`src/hdl/backend_pkg.sv`:
```
package backend_pkg;

    // ======================================================================
    // basic types
    // ======================================================================
    typedef logic [31:0] xlen_t;    // one data word

    // alu operations, shifts use rs2[4:0]
    typedef enum logic [3:0] {
        ALU_ADD,
        ALU_SUB,
        ALU_AND,
        ALU_OR,
        ALU_XOR,
        ALU_SLT,    // signed compare
        ALU_SLTU,   // unsigned compare
        ALU_SLL,
        ALU_SRL,
        ALU_SRA     // arithmetic right shift
    } alu_op_e;

    // load/store kind, nine codes so four bits are needed
    typedef enum logic [3:0] {
        DMEM_NONE,
        DMEM_LB,
        DMEM_LH,
        DMEM_LW,
        DMEM_LBU,
        DMEM_LHU,
        DMEM_SB,
        DMEM_SH,
        DMEM_SW
    } dmem_type_e;

    // one-hot write-back source
    typedef logic [3:0] result_src_t;

    localparam int RES_ALU_BIT  = 0;    // alu result
    localparam int RES_LOAD_BIT = 1;    // load data
    localparam int RES_IMM_BIT  = 2;    // extended imm, lui
    localparam int RES_PC4_BIT  = 3;    // pc+4, jal

    // ======================================================================
    // data memory sizing
    // ======================================================================
    localparam int DMEM_DEPTH = 256;                    // words
    localparam int DMEM_AW    = $clog2(DMEM_DEPTH);     // word address bits
    localparam int DMEM_WAIT  = 2;                      // wait states, must be >= 1
    localparam int WAIT_CW    = $clog2(DMEM_WAIT + 1);  // counter holds DMEM_WAIT

    // ======================================================================
    // stage records
    // ======================================================================
    typedef struct packed {
        logic        valid;
        alu_op_e     alu_op;
        xlen_t       rs1;
        xlen_t       rs2;
        xlen_t       store_data;
        xlen_t       extended_imm;
        xlen_t       pc_plus4;
        dmem_type_e  dmem_type;
        logic        reg_write_en;
        logic [4:0]  rd_idx;
        result_src_t result_src;
        logic        instr_illegal;
    } id_exe_t;

    typedef struct packed {
        logic        valid;
        xlen_t       alu_result;    // also the memory address
        xlen_t       store_data;
        xlen_t       extended_imm;
        xlen_t       pc_plus4;
        dmem_type_e  dmem_type;
        logic        reg_write_en;
        logic [4:0]  rd_idx;
        result_src_t result_src;
        logic        instr_illegal;
    } exe_mem_t;

    typedef struct packed {
        logic        valid;
        xlen_t       alu_result;
        xlen_t       load_data;     // already extended
        xlen_t       extended_imm;
        xlen_t       pc_plus4;
        logic        reg_write_en;
        logic [4:0]  rd_idx;
        result_src_t result_src;
        logic        instr_illegal;
    } mem_wb_t;

endpackage

```
`src/hdl/wb_stage.sv`:
```
module wb_stage
    import backend_pkg::*;
(
    input  mem_wb_t    wb_i,
    output logic       rf_we_o,
    output logic [4:0] rf_waddr_o,
    output xlen_t      rf_wdata_o,
    output logic       illegal_o
);

    // one-hot and-or select of the result
    assign rf_wdata_o = ({32{wb_i.result_src[RES_ALU_BIT]}}  & wb_i.alu_result)
                      | ({32{wb_i.result_src[RES_LOAD_BIT]}} & wb_i.load_data)
                      | ({32{wb_i.result_src[RES_IMM_BIT]}}  & wb_i.extended_imm)
                      | ({32{wb_i.result_src[RES_PC4_BIT]}}  & wb_i.pc_plus4);

    assign rf_waddr_o = wb_i.rd_idx;

    // x0 stays zero, illegal entries never write
    assign rf_we_o = wb_i.valid
                  && wb_i.reg_write_en
                  && !wb_i.instr_illegal
                  && (wb_i.rd_idx != 5'd0);

    assign illegal_o = wb_i.valid && wb_i.instr_illegal;  // one cycle per entry

endmodule

```
`config.mk`:
```
export PLATFORM = sky130hd
export DESIGN_NAME = wb_stage
export DESIGN_NICKNAME = d
export VERILOG_FILES = /design/src/hdl/backend_pkg.sv /design/src/hdl/wb_stage.sv
export SDC_FILE = /design/constraint.sdc
export NUM_CORES = 1
export LEC_CHECK = 0
export BUFFER_PORTS_ARGS = -buffer_cell sky130_fd_sc_hd__buf_2
export CORE_AREA = 3 3 69 71
export DETAILED_ROUTE_END_ITERATION = 6
export DIE_AREA = 0 0 72 74
export GPL_ROUTABILITY_DRIVEN = 1
export PLACE_DENSITY = 0.73
export SYNTH_ARGS = -nofsm -noshare
export SYNTH_HDL_FRONTEND = slang
export SYNTH_SLANG_ARGS = --single-unit
```
`constraint.sdc`:
```
create_clock -name vclk -period 1.49
set_input_delay 0.298 -clock vclk [all_inputs]
set_output_delay 0.298 -clock vclk [all_outputs]
set_load 0.02 [all_outputs]
```
After elaboration in Yosys (flattened, before gate mapping)
Index checks and enable logic that the tools add are counted.
Widths: inputs -> output; s select.
Word-level totals
  flip-flop bits (word level): 0
  output and inout port bits: 39
  logic and storage cells: 13
Operators by class
  bitwise logic cells: 7
  reduce and logical (&&, ||, !) cells: 6
Operators by type and width (number)
  $and 32x32->32: 4
  $or 32x32->32: 3
  $reduce_bool 5->1: 1
  $logic_and 1x1->1: 4
  $logic_not 1->1: 1

Depth between registers and ports, before layout
  word-level depth: 4
  gate-level depth with buffers: 3
  mapped depth without buffers: 2

Least setup slack after synthesis
Ideal clock, no wire load.
  path type: input-to-output
  from: input wb_i[0] (netlist bit)
  to: output rf_we_o
  arrival: 0.780 ns
  required time: 1.192 ns
  path slack: 0.412 ns
  cell stages on the path: 2
  buffers on the path: 0
  path through: nand3b_1 -> a21oi_1
On the way
  cells in the longest elaborated chain, start to end: 3
RTL lines
  from (decl): RTL line wb_stage.sv:4  | input mem_wb_t wb_i,
  $logic_not 1->1: RTL line wb_stage.sv:22  | && !wb_i.instr_illegal
  $logic_and 1x1->1: RTL line wb_stage.sv:22
  $logic_and 1x1->1: RTL line wb_stage.sv:23  | && (wb_i.rd_idx != 5'd0);
  to (decl): RTL line wb_stage.sv:5  | output logic rf_we_o,
No other way between the ends.

Worst setup path in the final report
  from: input wb_i[3] (netlist bit)
  to: output rf_wdata_o[23]
On the way
  cells in the longest elaborated chain, start to end: 3
RTL lines
  $and 32x32->32: RTL line wb_stage.sv:14  | | ({32{wb_i.result_src[RES_IMM_BIT]}} & wb_i.extended_imm)
  $or 32x32->32: RTL line wb_stage.sv:14
  $or 32x32->32: RTL line wb_stage.sv:15  | | ({32{wb_i.result_src[RES_PC4_BIT]}} & wb_i.pc_plus4);
  to (decl): RTL line wb_stage.sv:7  | output xlen_t rf_wdata_o,
No other way between the ends.

==> flow_summary.json <==
{
  "ant_nets": 0,
  "drt_iter0_markers": 49,
  "yosysTopAreaCell": "a22oi_1",
  "final_max_slew_viol_count": 0,
  "crit_slowest_cell": "buf_4",
  "cp.arrival_ps": 1030,
  "firstDrtPassIters": 4,
  "min_period_ps": 1328,
  "antenna_cells": 0,
  "ir_drop_mv": 0.1837,
  "yosys_warnings": 0,
  "worst_pin_slew_ps": 347.3,
  "die_x_um": 72,
  "critPathKind": "in -> out",
  "hold_viol_final": 0,
  "place_congestion": 0.7278,
  "crit_start": "wb_i[3]",
  "cp-start-kind": "input port",
  "dieArea_um2": 5328,
  "cp-endpoint": "rf_wdata_o[23]",
  "clkbuf_count": 0,
  "crit_cells": 4,
  "met1_usage_pct": 16.75,
  "num_rows": 24,
  "drcViolationCount": 0,
  "antenna_found_initial": 1,
  "synth_area_per_cell_um2": 6.468,
  "postCtsSetupRepairBufs": 0,
  "finalCritPeriodShare_pct": 89.14,
  "crit_buf_inv": 2,
  "port_buffers": 179,
  "io_pins": 179,
  "path_delay_family": "buffers and inverters",
  "maxSlewHeadroom_pct": 76.85,
  "yosysSeqAreaShare_pct": 0,
  "final_util_pct": 37.24,
  "grt_pass1_wl_um": 6285,
  "start_util_pct": 17.77,
  "vias_per_cell": 4.895,
  "wl_um": 4305,
  "die_h_um": 74,
  "cp-end-kind": "output port",
  "synthTopCellsByCount": "a22oi_1, nand2_1, buf_2, buf_6, buf_4",
  "grt_overflow_total": 0,
  "register_area_um2": 0,
  "hold_start": "wb_i[6]",
  "grt_usage_pct": 13.92,
  "path_cells": "buf_4 -> a22oi_1 -> nand2_1 -> buf_2",
  "nFlopsAndLatches": 0,
  "final_layout_size_suffix_gt1_share_pct": 63.93,
  "yosysMostFrequentCell": "a22oi_1",
  "crit_path_max_fanout": 32,
  "met3_usage_pct": 2.162,
  "syn_area_um2": 763.2,
  "coreArea_um2": 4294,
  "p_per_area_nw_per_um2": 351.9,
  "busiest_layer": "met2",
  "max_cap_violations": 0,
  "status": "finished, final reports clean",
  "grt_max_degree": 33,
  "rsz0062_at_grt": "false",
  "fmax_ghz": 0.7529,
  "wl_per_cell_um": 12.97,
  "vias": 1625,
  "fin_nets": 422,
  "cpPeakStageDelay_ps": 310,
  "dpl.hpwl_um": 3517,
  "p_leak_nw": 0.9490,
  "hold_class": "in -> out",
  "met2_usage_pct": 27.55,
  "synth_top_cell_area_share_pct": 62.95,
  "finalSetupViolCount": 0,
  "first_global_vias": 1476,
  "synthCells": 118,
  "synth_fp_nets": 258,
  "syn_to_final_growth_pct": 109.5,
  "tns_ps": 0,
  "synth_cell_types": 10,
  "cp.required_ps": 1190,
  "ys_top_cells_by_area": "a22oi_1, nand2_1, buf_6"
}
## worst min-delay path by stage
| stage | end | slack (ps) | cells past startpoint |
|---|---|---|---|
| floorplan | rf_waddr_o[0] | 710 | 1 |
| detailed placement | rf_waddr_o[1] | 830 | 2 |
| global placement | rf_waddr_o[1] | 830 | 2 |
| CTS | rf_waddr_o[1] | 830 | 2 |
| global route | rf_waddr_o[0] | 840 | 2 |
| finish | rf_waddr_o[1] | 830 | 2 |
## kinds of logic after synthesis
kind of cell    share of synthesized area, %
buf+inv                                17.70
compound gates                         63.61
simple gates                           18.69
## cells in the final DEF, fill, tap and decap left out
| cell | netlist | final |
|---|---|---|
| a21oi_1 | 1 | 1 |
| a22oi_1 | 64 | 64 |
| and2_1 | 1 | 1 |
| buf_2 | 6 | 175 |
| buf_4 | 5 | 4 |
| nand2_1 | 32 | 32 |
| nand3b_1 | 1 | 1 |
| nor2_1 | 1 | 1 |
| nor3_1 | 1 | 1 |
## per-stage QoR
step / instances / total power, W / setup slack (ps) / area, um2 / hold slack [ps]
finish: 332 / 0.0005626 / 161.9 / 1599 / 829.3
global route: 332 / 0.0006177 / 95.28 / 1599 / 843.8
CTS: 332 / 0.0005660 / 160.6 / 1599 / 832.4
detailed placement: 332 / 0.0005612 / -61.30 / 1589 / 832.5
global placement: 332 / 0.0005534 / -52.47 / 1589 / 834.4
floorplan: 118 / 0.0003018 / 412.3 / 763.2 / 708.6
## where the power goes
part / switching (W) / internal (W)
clock: 0 / 0
combinational: 0.000297 / 0.000265
sequential: 0 / 0
## repair_timing
action                     4_1_cts  5_1_grt
setup endpoints to repair       32        0
hold buffers                     0        0
resized for setup                4        0
## per-layer routing
layer | wire (um) | share of wire [%]
met1 | 1455 | 34
met2 | 2294 | 53
met3 | 540 | 13
met4 | 0 | 0
met5 | 13 | 0.30
## cell type report
| class | instances | area (um2) |
|---|---|---|
| fill | 473 | 2695 |
| multi-input combinational | 101 | 628.1 |
| tap | 52 | 65.06 |
| timing repair buffer | 179 | 905.9 |
Note: power is estimated with default switching activity, not from simulation.
