## src/hdl/backend_pkg.sv

```systemverilog
package backend_pkg;

    // ======================================================================
    // basic types
    // ======================================================================
    typedef logic [31:0] xlen_t;    // one data word

    // alu operations, shifts use rs2[4:0]
    typedef enum logic [3:0] {
        ALU_ADD,
        ALU_SUB,
        ALU_AND,
        ALU_OR,
        ALU_XOR,
        ALU_SLT,    // signed compare
        ALU_SLTU,   // unsigned compare
        ALU_SLL,
        ALU_SRL,
        ALU_SRA     // arithmetic right shift
    } alu_op_e;

    // load/store kind, nine codes so four bits are needed
    typedef enum logic [3:0] {
        DMEM_NONE,
        DMEM_LB,
        DMEM_LH,
        DMEM_LW,
        DMEM_LBU,
        DMEM_LHU,
        DMEM_SB,
        DMEM_SH,
        DMEM_SW
    } dmem_type_e;

    // one-hot write-back source
    typedef logic [3:0] result_src_t;

    localparam int RES_ALU_BIT  = 0;    // alu result
    localparam int RES_LOAD_BIT = 1;    // load data
    localparam int RES_IMM_BIT  = 2;    // extended imm, lui
    localparam int RES_PC4_BIT  = 3;    // pc+4, jal

    // ======================================================================
    // data memory sizing
    // ======================================================================
    localparam int DMEM_DEPTH = 256;                    // words
    localparam int DMEM_AW    = $clog2(DMEM_DEPTH);     // word address bits
    localparam int DMEM_WAIT  = 2;                      // wait states, must be >= 1
    localparam int WAIT_CW    = $clog2(DMEM_WAIT + 1);  // counter holds DMEM_WAIT

    // ======================================================================
    // stage records
    // ======================================================================
    typedef struct packed {
        logic        valid;
        alu_op_e     alu_op;
        xlen_t       rs1;
        xlen_t       rs2;
        xlen_t       store_data;
        xlen_t       extended_imm;
        xlen_t       pc_plus4;
        dmem_type_e  dmem_type;
        logic        reg_write_en;
        logic [4:0]  rd_idx;
        result_src_t result_src;
        logic        instr_illegal;
    } id_exe_t;

    typedef struct packed {
        logic        valid;
        xlen_t       alu_result;    // also the memory address
        xlen_t       store_data;
        xlen_t       extended_imm;
        xlen_t       pc_plus4;
        dmem_type_e  dmem_type;
        logic        reg_write_en;
        logic [4:0]  rd_idx;
        result_src_t result_src;
        logic        instr_illegal;
    } exe_mem_t;

    typedef struct packed {
        logic        valid;
        xlen_t       alu_result;
        xlen_t       load_data;     // already extended
        xlen_t       extended_imm;
        xlen_t       pc_plus4;
        logic        reg_write_en;
        logic [4:0]  rd_idx;
        result_src_t result_src;
        logic        instr_illegal;
    } mem_wb_t;

endpackage

```

## src/hdl/mem_access_fsm.sv

```systemverilog
module mem_access_fsm
    import backend_pkg::*;
(
    input  logic       clk,
    input  logic       resetn,
    input  exe_mem_t   exe_i,
    // wait-state timer
    input  logic       timer_done_i,
    output logic       timer_start_o,
    // data ram request
    output logic       req_o,
    output logic       we_o,
    output xlen_t      addr_o,
    output xlen_t      wdata_o,
    output dmem_type_e dmem_type_o,
    input  xlen_t      rdata_i,
    // pipeline control and result
    output logic       stall_o,
    output mem_wb_t    wb_o
);

    typedef enum logic [1:0] {
        ST_IDLE,
        ST_WAIT,    // timer running
        ST_ACCESS   // ram request this cycle
    } state_e;

    state_e state_q, state_d;
    logic   is_mem;
    logic   is_store;
    logic   wb_valid_d;

    assign is_mem   = exe_i.valid && (exe_i.dmem_type != DMEM_NONE);
    assign is_store = exe_i.dmem_type inside {DMEM_SB, DMEM_SH, DMEM_SW};

    // ======================================================================
    // control
    // ======================================================================
    always_comb begin
        state_d    = state_q;
        wb_valid_d = 1'b0;  // bubble unless stated
        case (state_q)
            ST_IDLE: begin
                if (is_mem) begin
                    state_d = ST_WAIT;
                end else begin
                    wb_valid_d = exe_i.valid;   // plain pass-through
                end
            end
            ST_WAIT: begin
                if (timer_done_i) state_d = ST_ACCESS;
            end
            ST_ACCESS: begin
                state_d    = ST_IDLE;
                wb_valid_d = 1'b1;  // load or store retires here
            end
            default: state_d = ST_IDLE;
        endcase
    end

    always_ff @(posedge clk) begin
        if (!resetn) begin
            state_q  <= ST_IDLE;
            wb_o.valid <= 1'b0;
        end else begin
            state_q  <= state_d;
            wb_o.valid <= wb_valid_d;
        end
    end

    assign timer_start_o = (state_q == ST_IDLE) && is_mem;
    // low in ACCESS so execute takes the next entry at the access edge
    assign stall_o       = is_mem && (state_q != ST_ACCESS);

    // ram side, address comes straight from the alu
    assign req_o       = (state_q == ST_ACCESS);
    assign we_o        = req_o && is_store;
    assign addr_o      = exe_i.alu_result;
    assign wdata_o     = exe_i.store_data;
    assign dmem_type_o = exe_i.dmem_type;

    // ======================================================================
    // memory to write-back payload, meaningless when valid is low
    // ======================================================================
    always_ff @(posedge clk) begin
        wb_o.alu_result    <= exe_i.alu_result;
        wb_o.load_data     <= rdata_i;  // extended by the ram
        wb_o.extended_imm  <= exe_i.extended_imm;
        wb_o.pc_plus4      <= exe_i.pc_plus4;
        wb_o.reg_write_en  <= exe_i.reg_write_en;
        wb_o.rd_idx        <= exe_i.rd_idx;
        wb_o.result_src    <= exe_i.result_src;
        wb_o.instr_illegal <= exe_i.instr_illegal;
    end

endmodule

```

## config.mk

```make
export PLATFORM = sky130hd
export DESIGN_NAME = mem_access_fsm
export DESIGN_NICKNAME = d
export VERILOG_FILES = /design/src/hdl/backend_pkg.sv /design/src/hdl/mem_access_fsm.sv
export SDC_FILE = /design/constraint.sdc
export NUM_CORES = 1
export LEC_CHECK = 0
export BUFFER_PORTS_ARGS = -buffer_cell sky130_fd_sc_hd__buf_2
export CORE_AREA = 8 8 145 147
export CTS_BUF_LIST = sky130_fd_sc_hd__clkbuf_16
export CTS_CLUSTER_SIZE = 14
export DETAILED_ROUTE_END_ITERATION = 16
export DIE_AREA = 0 0 153 155
export PLACE_DENSITY = 0.48
export SLEW_MARGIN = 0
export SYNTH_ARGS = -nofsm -noshare
export SYNTH_HDL_FRONTEND = slang
export SYNTH_SLANG_ARGS = --single-unit
```

## constraint.sdc

```tcl
create_clock -name clk -period 2.3 [get_ports clk]
set_input_delay 0.115 -clock clk [delete_from_list [all_inputs] [get_ports clk]]
set_output_delay 0.115 -clock clk [all_outputs]
set_load 0.1 [all_outputs]
```

After elaboration in Yosys (flattened, before gate mapping)
Cells that the tools add are included.

Word-level logic and storage cells: 31. Output and inout bits: 212. Input bits: 179. Bits in registers: 142.

Eq/ne operators: 8. Reductions and logical operators: 8. Muxes and demuxes: 5.

Operator list (number): 4-bit by 3-bit equality test with 1-bit output, second input constant (2); 2-bit != test, second input constant (3); 4-bit equality test, second input constant (1); 1-bit logical AND (4); 2-bit two-way mux (2); 2-bit one-hot mux with 2 select lines (1); 4-bit nonzero test (1); 3-bit nonzero test (1); 2-bit by 1-bit equality test with 1-bit output, second input constant (1); 2-bit equality test, second input constant (1); 2-bit zero test (1); 1-bit one-hot mux with 2 select lines (1); 2-bit AND reduction (1); 1-bit two-way mux (1).

Depth between registers and ports, before layout
Depth in word-level cells: 4. Gate-level depth with buffers: 2. Depth with buffers taken out: 2.

Worst setup path before layout
No wires, ideal clock.

Path type: register -> output. Start: register state_q[1]. End: output port we_o. Stages on the path, launching flop included: 3. Data arrival time: 3.396 ns. Buffers on the path: 0. Required time: 2.185 ns. Setup slack: -1.211 ns. Cell sequence: dfxtp_1 > nor2b_1 > a21boi_1.

Word-level cells in the longest chain between the ends: 2.

RTL lines: start, declared (line mem_access_fsm.sv:28) `state_e state_q, state_d;`; start signal, assigned (line mem_access_fsm.sv:66) `state_q <= state_d;`; 2-bit equality test (line mem_access_fsm.sv:76) `assign req_o = (state_q == ST_ACCESS);`; via req_o (line mem_access_fsm.sv:11) `output logic req_o,`; 1-bit logical AND (line mem_access_fsm.sv:77) `assign we_o = req_o && is_store;`; end, declared (line mem_access_fsm.sv:12) `output logic we_o,`.

The timed path passes the listed nets, and every way through them passes these cells.

Final worst setup path
Start: register state_q[1]. End: output port we_o.

Word-level cells in the longest chain between the ends: 2.

RTL lines (line): 2-bit equality test (mem_access_fsm.sv:76); 1-bit logical AND (mem_access_fsm.sv:77).

Every way passes these cells.

==> flow_metrics.env <==
export IMPL_hold_class="in -> reg"
export IMPL_postSynthCellCount=224
export IMPL_drt_wl_total_um=13770
export IMPL_die_w_um=153
export IMPL_std_cell_rows=51
export IMPL_routed_via_density=3.498
export IMPL_m1WireLength_um=5120
export IMPL_insertion_delay_ns=0.41
export IMPL_setup_viol=0
export IMPL_rr_worst_depth=2
export IMPL_fin_crit_sh=0.7680
export IMPL_cts_root_buf="clkbuf_16"
export IMPL_reg2reg_from="state_q[1]"
export IMPL_drt_iter0_markers=98
export IMPL_synth_area_sq_um=3463
export IMPL_cts_made_buffers=17
export IMPL_vias=3127
export IMPL_slew_limit_headroom=0.6579
export IMPL_worstSetupStartpointType="register"
export IMPL_ant_nets=0
export IMPL_ys_warn_count=0
export IMPL_synthToLayoutAreaGrowth_pct=98.81
export IMPL_cp_arrival_ns=1.65
export IMPL_die_area_sq_um=23720
export IMPL_critPathMaxFanout=5
export IMPL_ir_drop_mv=0.4613
export IMPL_post_dp_cell_area_sq_um=4893
export IMPL_synthDistinctLibCells=15
export IMPL_finalHoldViolations=0
export IMPL_drive_gt1_frac=0.5496
export IMPL_grt_overflow=0
export IMPL_synth_area_per_cell_sq_um=15.46
export IMPL_post_cts_buffers=0
export IMPL_cts_resized=0
export IMPL_p_leak_nw=3.399
export IMPL_grt_max_degree=17
export IMPL_htreeDepth=4
export IMPL_path_class="reg -> out"
export IMPL_floorplan_core_area_sq_um=18950
export IMPL_syn_nets=403
export IMPL_synth_seq_cells=142
export IMPL_io_buffers=326
export IMPL_avgRoutedWirePerCell_um=15.40
export IMPL_die_y_um=155
export IMPL_rsz0062_at_grt="false"
export IMPL_highest_layer="met5"
export IMPL_period_needed_ns=1.766
export IMPL_cap_viol_max_count=0
export IMPL_grt_first_pass_wirelength_um=20330
export IMPL_io_pins=391
export IMPL_required_ns=2.18
export IMPL_end_kind="output pin"
export IMPL_worst_slew_pin_slew_ns=0.5065
export IMPL_clock_sinks=142
export IMPL_dpl_hpwl_um=10160
export IMPL_clock_skew_ns=0.0001928
export IMPL_met3_length_um=1446
export IMPL_grt_usage=0.1120
export IMPL_fmax_mhz=566.1
export IMPL_worst_hold_slack_ns=0.06018
export IMPL_total_power_w=0.007024
export IMPL_slew_viol_final=0
export IMPL_r2r_end="state_q[0]"
export IMPL_dr_wl_met2_um=6969
export IMPL_nets=821
export IMPL_gp_congestion=0.7560
export IMPL_clockBufferDepth=2
export IMPL_start_util=0.1827
export IMPL_hp_start="exe_i[14]"
export IMPL_drtPass1Iterations=4
export IMPL_seq_area_frac_synth=0.8208
export IMPL_stdcell_area_sq_um=6885
export IMPL_hold_buffers=141
export IMPL_rrSetupSlack_ns=1.26
export IMPL_clk_pin_slew_worst_paths_ns=0.07
export IMPL_p_per_area_nw_per_um2=1020
export IMPL_whs_endpoint="state_q[0]"
export IMPL_cts_tree="built"
export IMPL_drc=0
export IMPL_dp_slack_ns=0.8517
export IMPL_grt_antenna_before_repair=4
export IMPL_hold_depth=3
export IMPL_status="completed"
export IMPL_grt_pass1_vias=3621
export IMPL_setup_slack_ns=0.5337
[report_power, final]
part	internal [W]	total, W	switching [W]
Combinational	0.000357	0.00175	0.00139
Clock	0.00153	0.00265	0.00112
Sequential	0.00259	0.00263	0.0000338
[layout by cell type, fill, tap and decap left out, drive strengths merged]
master and n:
bufinv 1, nor4 1, clkinvlp 2, nor3 1, dlygate4sd3 141, inv 9, nand3b 1, a21boi 1
and4b 1, o21ai 1, and3b 1, a22o 1, or4b 1, nor2b 1, dfxtp 142, clkinv 3
clkbuf 17, or4bb 2, buf 326, diode 1, o41ai 1, nor2 1
[kinds of logic (layout without fill, tap and decap cells)]
| family | after synthesis | after routing | share of synthesized area |
|---|---|---|---|
| flops | 142 | 142 | 0.8208 |
| compound gates | 4 | 4 | 0.008671 |
| buf+inv | 68 | 499 | 0.1474 |
| simple gates | 10 | 10 | 0.02312 |
| other cells | 0 | 1 | 0 |
[worst max path at each step]
stage	startpoint	endpoint
after floorplan	state_q[1]	we_o
after CTS	state_q[1]	we_o
final	state_q[1]	we_o
after global placement	exe_i[12]	we_o
after global routing	state_q[1]	we_o
after detailed placement	exe_i[12]	we_o
[sequential cells by signal, indices dropped and copies added, names as in the netlist]
register  cells
state_q       2
wb_o        140
[worst max-delay path, stage by stage, from the launching register on]
cell and delay [ns]:
dfxtp_1 0.39, nor2b_2 0.24, a21boi_2 0.17, buf_2 0.43
[synth_stat cells (all sizes together)]
cell type | count | area (sq um)
dfxtp | 142 | 2843
buf | 68 | 510.5
nor3 | 1 | 5.000
a21boi | 1 | 7.510
nor2b | 1 | 6.260
or4bb | 2 | 22.52
nor2 | 1 | 3.750
o21ai | 1 | 5.000
nor4 | 1 | 6.260
nand3b | 1 | 7.510
and4b | 1 | 10.01
o41ai | 1 | 8.760
a22o | 1 | 8.760
or4b | 1 | 10.01
and3b | 1 | 8.760
[through the flow]
stage | setup TNS [ns] | std cells | utilization
6_report | 0 | 894 | 0.3633
5_1_grt | 0 | 894 | 0.3633
4_1_cts | 0 | 893 | 0.3632
3_5_place_dp | 0 | 720 | 0.2582
3_3_place_gp | 0 | 720 | 0.2582
2_1_floorplan | -0.08166 | 224 | -
[routing by layer]
layer  global-route usage  vias up
met5                    0        -
met4              0.04100        6
met3              0.06408       22
met2               0.1966      205
met1               0.1086     1410
li1                     -     1484
[cell type report]
cell class	instances	area, sq um
Tap cell	238	297.8
Fill cell	1804	12070
Sequential cell	142	2843
Multi-Input combinational cell	14	121.4
Antenna cell	1	2.502
Timing Repair Buffer	467	3043
Clock inverter	15	152.6
Clock buffer	17	425.4
Power figures use the tool's default switching activity.
