## src/hdl/backend_pkg.sv

```systemverilog
package backend_pkg;

    // ======================================================================
    // basic types
    // ======================================================================
    typedef logic [31:0] xlen_t;    // one data word

    // alu operations, shifts use rs2[4:0]
    typedef enum logic [3:0] {
        ALU_ADD,
        ALU_SUB,
        ALU_AND,
        ALU_OR,
        ALU_XOR,
        ALU_SLT,    // signed compare
        ALU_SLTU,   // unsigned compare
        ALU_SLL,
        ALU_SRL,
        ALU_SRA     // arithmetic right shift
    } alu_op_e;

    // load/store kind, nine codes so four bits are needed
    typedef enum logic [3:0] {
        DMEM_NONE,
        DMEM_LB,
        DMEM_LH,
        DMEM_LW,
        DMEM_LBU,
        DMEM_LHU,
        DMEM_SB,
        DMEM_SH,
        DMEM_SW
    } dmem_type_e;

    // one-hot write-back source
    typedef logic [3:0] result_src_t;

    localparam int RES_ALU_BIT  = 0;    // alu result
    localparam int RES_LOAD_BIT = 1;    // load data
    localparam int RES_IMM_BIT  = 2;    // extended imm, lui
    localparam int RES_PC4_BIT  = 3;    // pc+4, jal

    // ======================================================================
    // data memory sizing
    // ======================================================================
    localparam int DMEM_DEPTH = 256;                    // words
    localparam int DMEM_AW    = $clog2(DMEM_DEPTH);     // word address bits
    localparam int DMEM_WAIT  = 2;                      // wait states, must be >= 1
    localparam int WAIT_CW    = $clog2(DMEM_WAIT + 1);  // counter holds DMEM_WAIT

    // ======================================================================
    // stage records
    // ======================================================================
    typedef struct packed {
        logic        valid;
        alu_op_e     alu_op;
        xlen_t       rs1;
        xlen_t       rs2;
        xlen_t       store_data;
        xlen_t       extended_imm;
        xlen_t       pc_plus4;
        dmem_type_e  dmem_type;
        logic        reg_write_en;
        logic [4:0]  rd_idx;
        result_src_t result_src;
        logic        instr_illegal;
    } id_exe_t;

    typedef struct packed {
        logic        valid;
        xlen_t       alu_result;    // also the memory address
        xlen_t       store_data;
        xlen_t       extended_imm;
        xlen_t       pc_plus4;
        dmem_type_e  dmem_type;
        logic        reg_write_en;
        logic [4:0]  rd_idx;
        result_src_t result_src;
        logic        instr_illegal;
    } exe_mem_t;

    typedef struct packed {
        logic        valid;
        xlen_t       alu_result;
        xlen_t       load_data;     // already extended
        xlen_t       extended_imm;
        xlen_t       pc_plus4;
        logic        reg_write_en;
        logic [4:0]  rd_idx;
        result_src_t result_src;
        logic        instr_illegal;
    } mem_wb_t;

endpackage

```

## src/hdl/exe_stage.sv

```systemverilog
module exe_stage
    import backend_pkg::*;
(
    input  logic     clk,
    input  logic     resetn,
    input  logic     stall_i,   // memory stage busy, hold everything
    input  id_exe_t  id_i,
    output exe_mem_t exe_o
);

    // ======================================================================
    // alu
    // ======================================================================
    xlen_t      alu_res;
    logic [4:0] shamt;

    assign shamt = id_i.rs2[4:0];   // only low 5 bits count

    always_comb begin
        case (id_i.alu_op)
            ALU_ADD:  alu_res = id_i.rs1 + id_i.rs2;
            ALU_SUB:  alu_res = id_i.rs1 - id_i.rs2;
            ALU_AND:  alu_res = id_i.rs1 & id_i.rs2;
            ALU_OR:   alu_res = id_i.rs1 | id_i.rs2;
            ALU_XOR:  alu_res = id_i.rs1 ^ id_i.rs2;
            ALU_SLT: begin
                alu_res = {31'b0, $signed(id_i.rs1) < $signed(id_i.rs2)};
            end
            ALU_SLTU: begin
                alu_res = {31'b0, id_i.rs1 < id_i.rs2};
            end
            ALU_SLL:  alu_res = id_i.rs1 << shamt;
            ALU_SRL:  alu_res = id_i.rs1 >> shamt;
            ALU_SRA:  alu_res = xlen_t'($signed(id_i.rs1) >>> shamt);
            default:  alu_res = '0;  // unused codes
        endcase
    end

    // ======================================================================
    // execute to memory register
    // ======================================================================

    // valid bit, the only control state here
    always_ff @(posedge clk) begin
        if (!resetn) begin
            exe_o.valid <= 1'b0;
        end else if (!stall_i) begin
            exe_o.valid <= id_i.valid;
        end
    end

    // payload, frozen while the memory stage works on it
    always_ff @(posedge clk) begin
        if (!stall_i) begin
            exe_o.alu_result    <= alu_res;
            exe_o.store_data    <= id_i.store_data;
            exe_o.extended_imm  <= id_i.extended_imm;
            exe_o.pc_plus4      <= id_i.pc_plus4;
            exe_o.dmem_type     <= id_i.dmem_type;
            exe_o.reg_write_en  <= id_i.reg_write_en;
            exe_o.rd_idx        <= id_i.rd_idx;
            exe_o.result_src    <= id_i.result_src;
            exe_o.instr_illegal <= id_i.instr_illegal;
        end
    end

endmodule

```

## config.mk

```make
export PLATFORM = sky130hd
export DESIGN_NAME = exe_stage
export DESIGN_NICKNAME = d
export VERILOG_FILES = /design/src/hdl/backend_pkg.sv /design/src/hdl/exe_stage.sv
export SDC_FILE = /design/constraint.sdc
export NUM_CORES = 1
export LEC_CHECK = 0
export ABC_AREA = 1
export BUFFER_PORTS_ARGS = -buffer_cell sky130_fd_sc_hd__buf_2
export CORE_AREA = 5 5 196 198
export CTS_CLUSTER_DIAMETER = 50
export DETAILED_ROUTE_END_ITERATION = 10
export DIE_AREA = 0 0 201 203
export SYNTH_ARGS = -nofsm -noshare
export SYNTH_HDL_FRONTEND = slang
export SYNTH_SLANG_ARGS = --single-unit
```

## constraint.sdc

```tcl
create_clock -name clk -period 3.7 [get_ports clk]
set_input_delay 0.37 -clock clk [delete_from_list [all_inputs] [get_ports clk]]
set_output_delay 0.37 -clock clk [all_outputs]
set_load 0.05 [all_outputs]
```

# After elaboration in Yosys (flattened, before gate mapping)
# Cells that the tools add are included.
dict set report classes {
  addsub 2
  n_mul 0
  div_mod_pow 0
  order_cmp 2
  eq_ne 9
  shift 3
  mux 1
  bitwise 3
  reduce_logical 1
}
# cell count
set ops {}
lappend ops {{32-bit case mux with 10 select lines} 1}
lappend ops {{32-bit < comparator} 2}
lappend ops {{32-bit adder} 1}
lappend ops {{32-bit AND} 1}
lappend ops {{32-bit OR} 1}
lappend ops {{32-bit by 5-bit left shift with 32-bit output} 1}
lappend ops {{32-bit by 5-bit right shift with 32-bit output} 1}
lappend ops {{32-bit by 5-bit >>> shifter with 32-bit output} 1}
lappend ops {{32-bit subtractor} 1}
lappend ops {{32-bit bitwise XOR} 1}
lappend ops {{4-bit by 3-bit equality test with 1-bit output, second input constant} 4}
lappend ops {{4-bit by 2-bit equality test with 1-bit output, second input constant} 2}
lappend ops {{4-bit equality test, second input constant} 2}
lappend ops {{4-bit by 1-bit equality test with 1-bit output, second input constant} 1}
lappend ops {{4-bit zero test} 1}
dict set report word_totals {
  regBits 144
  latchBits 0
  ram_bits 0
  romBits 0
  in_bits 183
  output_inout_bits 144
  memories 0
}

# Logic depth before layout (Yosys ltp)
# Gate-level depths: netlist of run 1.
dict set report logic_depth {
  depth_word 2
  ltp_mapped 19
  ltp_nobuf 16
}

# Least setup slack after synthesis of run 1
# No wires, ideal clock.
dict set report synth_timing {
  kind {input port to flip-flop}
  start {input port stall_i}
  end {register exe_o[0] in the netlist's numbering, enable pin}
  setup_ps 496
  arrival_time_ps 3144
  setup_slack_ps 60
  path_stages 1
  n_path_buf 0
  path_cell_list {inv_1}
}
# element line
set synth_rtl {}
lappend synth_rtl {{start: declaration} exe_stage.sv:6} ;# input logic stall_i,
lappend synth_rtl {{end: declaration} exe_stage.sv:8} ;# output exe_mem_t exe_o
# No word-level cell between the ends.

# Worst setup path in the final report of run 1
dict set report layout_timing {
  start {input port id_i[165] in the netlist's numbering}
  end {register exe_o[111] in the netlist's numbering, data pin}
}
dict set report layout_via {
  elab_chain_cells 2
}
# element line
set layout_rtl {}
lappend layout_rtl {{start: declaration} exe_stage.sv:7} ;# input id_exe_t id_i,
lappend layout_rtl {{32-bit < comparator (tied with other cells)} exe_stage.sv:30} ;# alu_res = {31'b0, id_i.rs1 < id_i.rs2};
lappend layout_rtl {{32-bit case mux with 10 select lines (*)} exe_stage.sv:20} ;# case (id_i.alu_op)
lappend layout_rtl {{net alu_res[0]} exe_stage.sv:14} ;# xlen_t alu_res;
# Mark *: on every way through the listed nets, which the timed path passes. The rest lies on a longest branch.
# A chain may end at the register's enable or synchronous reset.

==> impl_metrics.tcl, run 1 <==
set metrics [dict create \
    dr.pass1.iters 5 \
    drtIter0Drc 2322 \
    hold_path_depth 1 \
    cts_repair_resize_count 0 \
    max_freq_mhz 358.6 \
    largest_register "exe_o" \
    core_area_um2 36350 \
    io_pins 327 \
    worst_pin_slew_ns 0.9419 \
    post-route-cell-area_um2 17010 \
    synth_edf_count 143 \
    yosys_register_bits 144 \
    dieArea_um2 40800 \
    power.density_nw_per_um2 364.3 \
    nNetsFinal 2822 \
    synthToLayoutAreaGrowth_pct 17.95 \
    grt_pass1_vias 16007 \
    synth_top_area_share_pct 29.78 \
    rr_worst_depth 2 \
    synth.most_common_cell "nand2_1" \
    insertedDiodeCount 0 \
    antenna_left 0 \
    cts_tree "done" \
    min_period_over_period_pct 75.36 \
    drt_wl_total_um 72880 \
    gr-total-overflow 0 \
    r2r_slack_ns 3.13 \
    hold_viol 0 \
    drive_above_1_share_pct 16.49 \
    ys_seq_area_share_pct 29.92 \
    clk_pin_slew_ns 0.08 \
    die_x_um 201 \
    vias_per_cell 5.660 \
    fin_ws_ns 0.9117 \
    clk_latency_ns 0.44 \
    dp_cells 2989 \
    slowest_delay_ns 0.46 \
    syn_nets 2541 \
    clk_path_buf_depth 2 \
    antenna_found_initial 1 \
    power.leakage_uw 0.008915 \
    routabilityCongestion 1.061 \
    hold_class "in2reg" \
    grt_max_degree 75 \
    dpl_cell_area_um2 16390 \
    path_class "in2reg" \
    htreeDepth 4 \
    syn-mean-instance-area_um2 6.383 \
    async_flop_share_pct 0 \
    crit_path_end_kind "flop" \
    gr-usage-all-layers_pct 34.11 \
    num_rows 70 \
    cts_hold_buf 0 \
    cts.sinks 144 \
    status "completed" \
    synth_top_cells_by_count "756 x nand2_1, 384 x nand3_1, 294 x inv_1, 165 x nor2_1, 143 x edfxtp_1" \
    slew_viol_final 0 \
    syn_area_um2 14420 \
    irDropWorstVdd_mv 0.2560 \
    drc 0 \
    top_regs "exe_o (144)" \
    synth.area.top_cells "edfxtp_1 30%, nand2_1 20%, nand3_1 13%" \
    skew_ns 0 \
    cpMostUsedCell "nand2_1" \
    ys.flop_type "edfxtp_1" \
    detail_route.wl_per_cell_um 24.13 \
    finalSetupTns_ns 0 \
    die_y_um 203 \
    yosysWarnings 0 \
    hpwl_um 59910 \
    setup_viol 0 \
    start_kind "input port" \
    maxCapViolations 0 \
    cts-buffers-inserted 17 \
    worst-endpoint-required_ns 3.91 \
    ys_types 44 \
    layout.cells.non_filler 3021 \
    cts_setup_buffers 0 \
    worstPathArrival_ns 2.99 \
    start_util_pct 39.67 \
    path_cells "buf_2 -> inv_1 -> ha_1 -> nor2_1 -> nand2_1 -> inv_1 -> nand2_1 -> nor3_1 -> nand2_1 -> nand2_1 -> nor2_1 -> nor2_1 -> nand2_1" \
    synthCells 2259 \
    portBuffers 326 \
    maxSlewHeadroom_pct 36.97 \
    crit_slowest_cell "ha_1" \
    worstPathMaxFanout 10 \
    min_period_ns 2.788 \
    root_buffer "clkbuf_16" \
    synth_top_cell_by_area "edfxtp_1" \
    num_vias 17098 \
    holdWs_ns 0.09567 \
    largest_reg_flops 144 \
    pre_cts_ws_ns 0.6563 \
    grt_pass1_wl_um 104400 \
    rsz0062_at_grt "no" \
]
worst paths after layout:
check,start,end
max,id_i[165],exe_o[111]
min reg2reg,exe_o[143],exe_o[143]
min,id_i[8],exe_o[8]
max reg2reg,exe_o[143],exe_o[143]
per-layer routing:
| layer | GRT usage, % | up-vias | share of wire [%] |
|---|---|---|---|
| met1 | 43.87 | 8040 | 40 |
| met4 | 14.63 | 2 | 4.7 |
| li1 | - | 7928 | - |
| met2 | 56.24 | 987 | 46 |
| met5 | 0 | - | 0.018 |
| met3 | 6.533 | 141 | 9.2 |
stage by stage:
stage               total power, uW  utilization [%]
CTS                            6177            46.79
finish                         6196            46.79
detailed placement             4319            45.09
floorplan                      3540                -
global route                   6452            46.79
global placement               4317            45.09
final cells by class:
| cell class | instances | area, um2 |
|---|---|---|
| clock buffer | 17 | 425.4 |
| clock inverter | 15 | 191.4 |
| fill | 3883 | 19340 |
| inverter | 305 | 1152 |
| multi-input combinational | 1716 | 8468 |
| sequential | 144 | 4314 |
| tap | 468 | 585.6 |
| timing repair buffer | 356 | 1869 |
critical path: cells and delay by family:
kind | cells | cell delay, ns
adder cells (fa/ha/maj) | 1 | 0.46
buffers and inverters | 3 | 0.42
AND/OR/NAND/NOR | 9 | 1.73
power breakdown:
| group | internal (uW) | switching (uW) |
|---|---|---|
| Combinational | 559 | 1760 |
| Sequential | 1960 | 48.5 |
| Clock | 978 | 890 |
| Total | 3490 | 2700 |
cell families (layout without fill, tap and decap cells):
group / count (synthesis) / in the layout / synth area share, %
flip-flops: 144 / 144 / 29.92
adder cells (fa/ha/maj): 99 / 99 / 8.695
buffers and inverters: 399 / 693 / 11.35
AO/OA/AOI/OAI: 198 / 198 / 7.680
XOR/XNOR: 3 / 3 / 0.1823
AND/OR/NAND/NOR: 1416 / 1416 / 42.17
layout by cell type, fill, tap and decap left out, types with 4 or more instances in the layout:
cell type and count:
or2_2 4, o21bai_1 12, clkinv_8 4, nand4_1 39
nand3_1 384, o221ai_1 4, nand2_2 6, buf_2 326
inv_8 4, nor3_1 24, inv_2 11, edfxtp_1 143
nor2_1 165, clkbuf_16 17, o21ai_1 11, and2_1 15
buf_4 29, inv_6 5, o21ai_0 58, nand2_1 756
o211ai_1 10, a21oi_1 76, nand3b_1 6, ha_1 97
inv_1 292, o22ai_1 18
No activity file was read; power rests on OpenSTA's default activity.
==> inputs of run 2 (changes only) <==
- clock period: 3.7 -> 2.65 ns (I/O delays scaled with it)
==> run 2 against run 1 <==
Net effect: routed wire length rose by 1.1%; flip-flop and latch count did not move; via count rose by 5.2%; clock skew did not move; sequential power rose by 40%; non-clock buffer count rose by 207; utilization rose by 5.0 points; clock power rose by 34%; register-to-register slack got worse by 1.1 ns.
==> impl_metrics.tcl, run 2 (synthesis gave the netlist of run 1 again) <==
set metrics [dict create \
    slowest_delay_ns 0.42 \
    grt_pass1_vias 17015 \
    detail_route.wl_per_cell_um 22.83 \
    hpwl_um 60540 \
    antenna_left 0 \
    die_y_um 203 \
    rsz0062_at_grt "no" \
    drive_above_1_share_pct 19.86 \
    grt_max_degree 69 \
    cts_hold_buf 74 \
    cts.sinks 144 \
    cpMostUsedCell "nand2_1" \
    max_freq_mhz 422.9 \
    clk_latency_ns 0.43 \
    dpl_cell_area_um2 17430 \
    num_vias 17983 \
    slew_viol_final 0 \
    dr.pass1.iters 7 \
    cts-buffers-inserted 17 \
    drtIter0Drc 2401 \
    grt_pass1_wl_um 106900 \
    clk_pin_slew_ns 0.07 \
    cts_tree "done" \
    cts_repair_resize_count 0 \
    largest_register "exe_o" \
    hold_viol 0 \
    portBuffers 326 \
    setup_viol 0 \
    dieArea_um2 40800 \
    maxCapViolations 0 \
    maxSlewHeadroom_pct 50.08 \
    start_kind "input port" \
    synthToLayoutAreaGrowth_pct 30.64 \
    insertedDiodeCount 0 \
    power.density_nw_per_um2 471.3 \
    htreeDepth 4 \
    worst_pin_slew_ns 0.7472 \
    layout_common_cells "756 x nand2_1, 384 x nand3_1, 326 x buf_2, 292 x inv_1, 165 x nor2_1" \
    crit_slowest_cell "ha_1" \
    gr-usage-all-layers_pct 34.47 \
    layout_commonest_cell "nand2_1" \
    drc 0 \
    routabilityCongestion 1.029 \
    drt_wl_total_um 73710 \
    hold_class "in2reg" \
    clk_path_buf_depth 2 \
    worst-endpoint-required_ns 2.83 \
    path_class "in2reg" \
    finalPower_uw 8878 \
    antenna_found_initial 2 \
    nNetsFinal 3029 \
    post-route-cell-area_um2 18840 \
    cts_setup_buffers 0 \
    path_cells "buf_2 -> inv_1 -> ha_1 -> buf_4 -> nor2_1 -> nand2_1 -> nor2_1 -> and2_1 -> nand2_1 -> nand2_1 -> nand2_1 -> nand3_1 -> nand3_1" \
    skew_ns 0 \
    status "completed" \
    min_period_ns 2.365 \
    core_area_um2 36350 \
    irDropWorstVdd_mv 0.3073 \
    start_util_pct 39.67 \
    vias_per_cell 5.571 \
    power.leakage_uw 0.009885 \
    largest_reg_flops 144 \
    finalSetupTns_ns 0 \
    cp.buffers_inverters 3 \
    top_regs "exe_o (144)" \
    worstPathArrival_ns 2.54 \
    die_x_um 201 \
    min_period_over_period_pct 89.23 \
    io_pins 327 \
    gr-total-overflow 0 \
    crit_path_end_kind "flop" \
    worstPathMaxFanout 8 \
    critPathTopFamily "simple AND/OR/NAND/NOR gates" \
    root_buffer "clkbuf_16" \
    num_rows 70 \
]
==> run 2: final timing paths <==
| path | from | endpoint | slack, ns | cells after the start |
|---|---|---|---|---|
| hold reg to reg | exe_o[143] | exe_o[143] | 0.49 | 2 |
| setup / recovery | id_i[168] | exe_o[137] | 0.29 | 13 |
| setup reg to reg | exe_o[143] | exe_o[143] | 2.07 | 2 |
| hold / removal | id_i[27] | exe_o[27] | 0.01 | 1 |
==> run 2: layout make-up <==
cell class / count / area (um2)
inverter: 305 / 1151
timing repair buffer: 563 / 3711
fill: 3687 / 17510
tap: 468 / 585.6
clock buffer: 17 / 425.4
sequential: 144 / 4314
clock inverter: 15 / 181.4
multi-input combinational: 1716 / 8468
==> run 2: metal layers <==
layer	wire length [um]	vias to the layer above	global-route usage, %
li1	-	8353	-
met1	28790	8299	43.96
met2	33390	1151	56.74
met3	8227	176	8.305
met4	3277	4	13.25
met5	24	-	0
==> run 2: power by group <==
| group | total (uW) | internal (uW) | switching, uW |
|---|---|---|---|
| logic | 3560 | 1030 | 2530 |
| clock network | 2510 | 1280 | 1230 |
| registers | 2810 | 2730 | 76.1 |
| total | 8880 | 5050 | 3830 |
==> run 2: stage by stage <==
step           hold slack, ns  std cells  worst slack (ns)  utilization, %
6_report              0.01170       3228            0.2855           51.82
4_1_cts             0.0001047       3222            0.4193           51.66
3_5_place_dp           0.4431       3116          -0.04239           47.95
5_1_grt             0.0007321       3228            0.1346           51.82
3_3_place_gp           0.4416       3116          -0.01941           47.95
2_1_floorplan          0.3639       2259          -0.08050               -
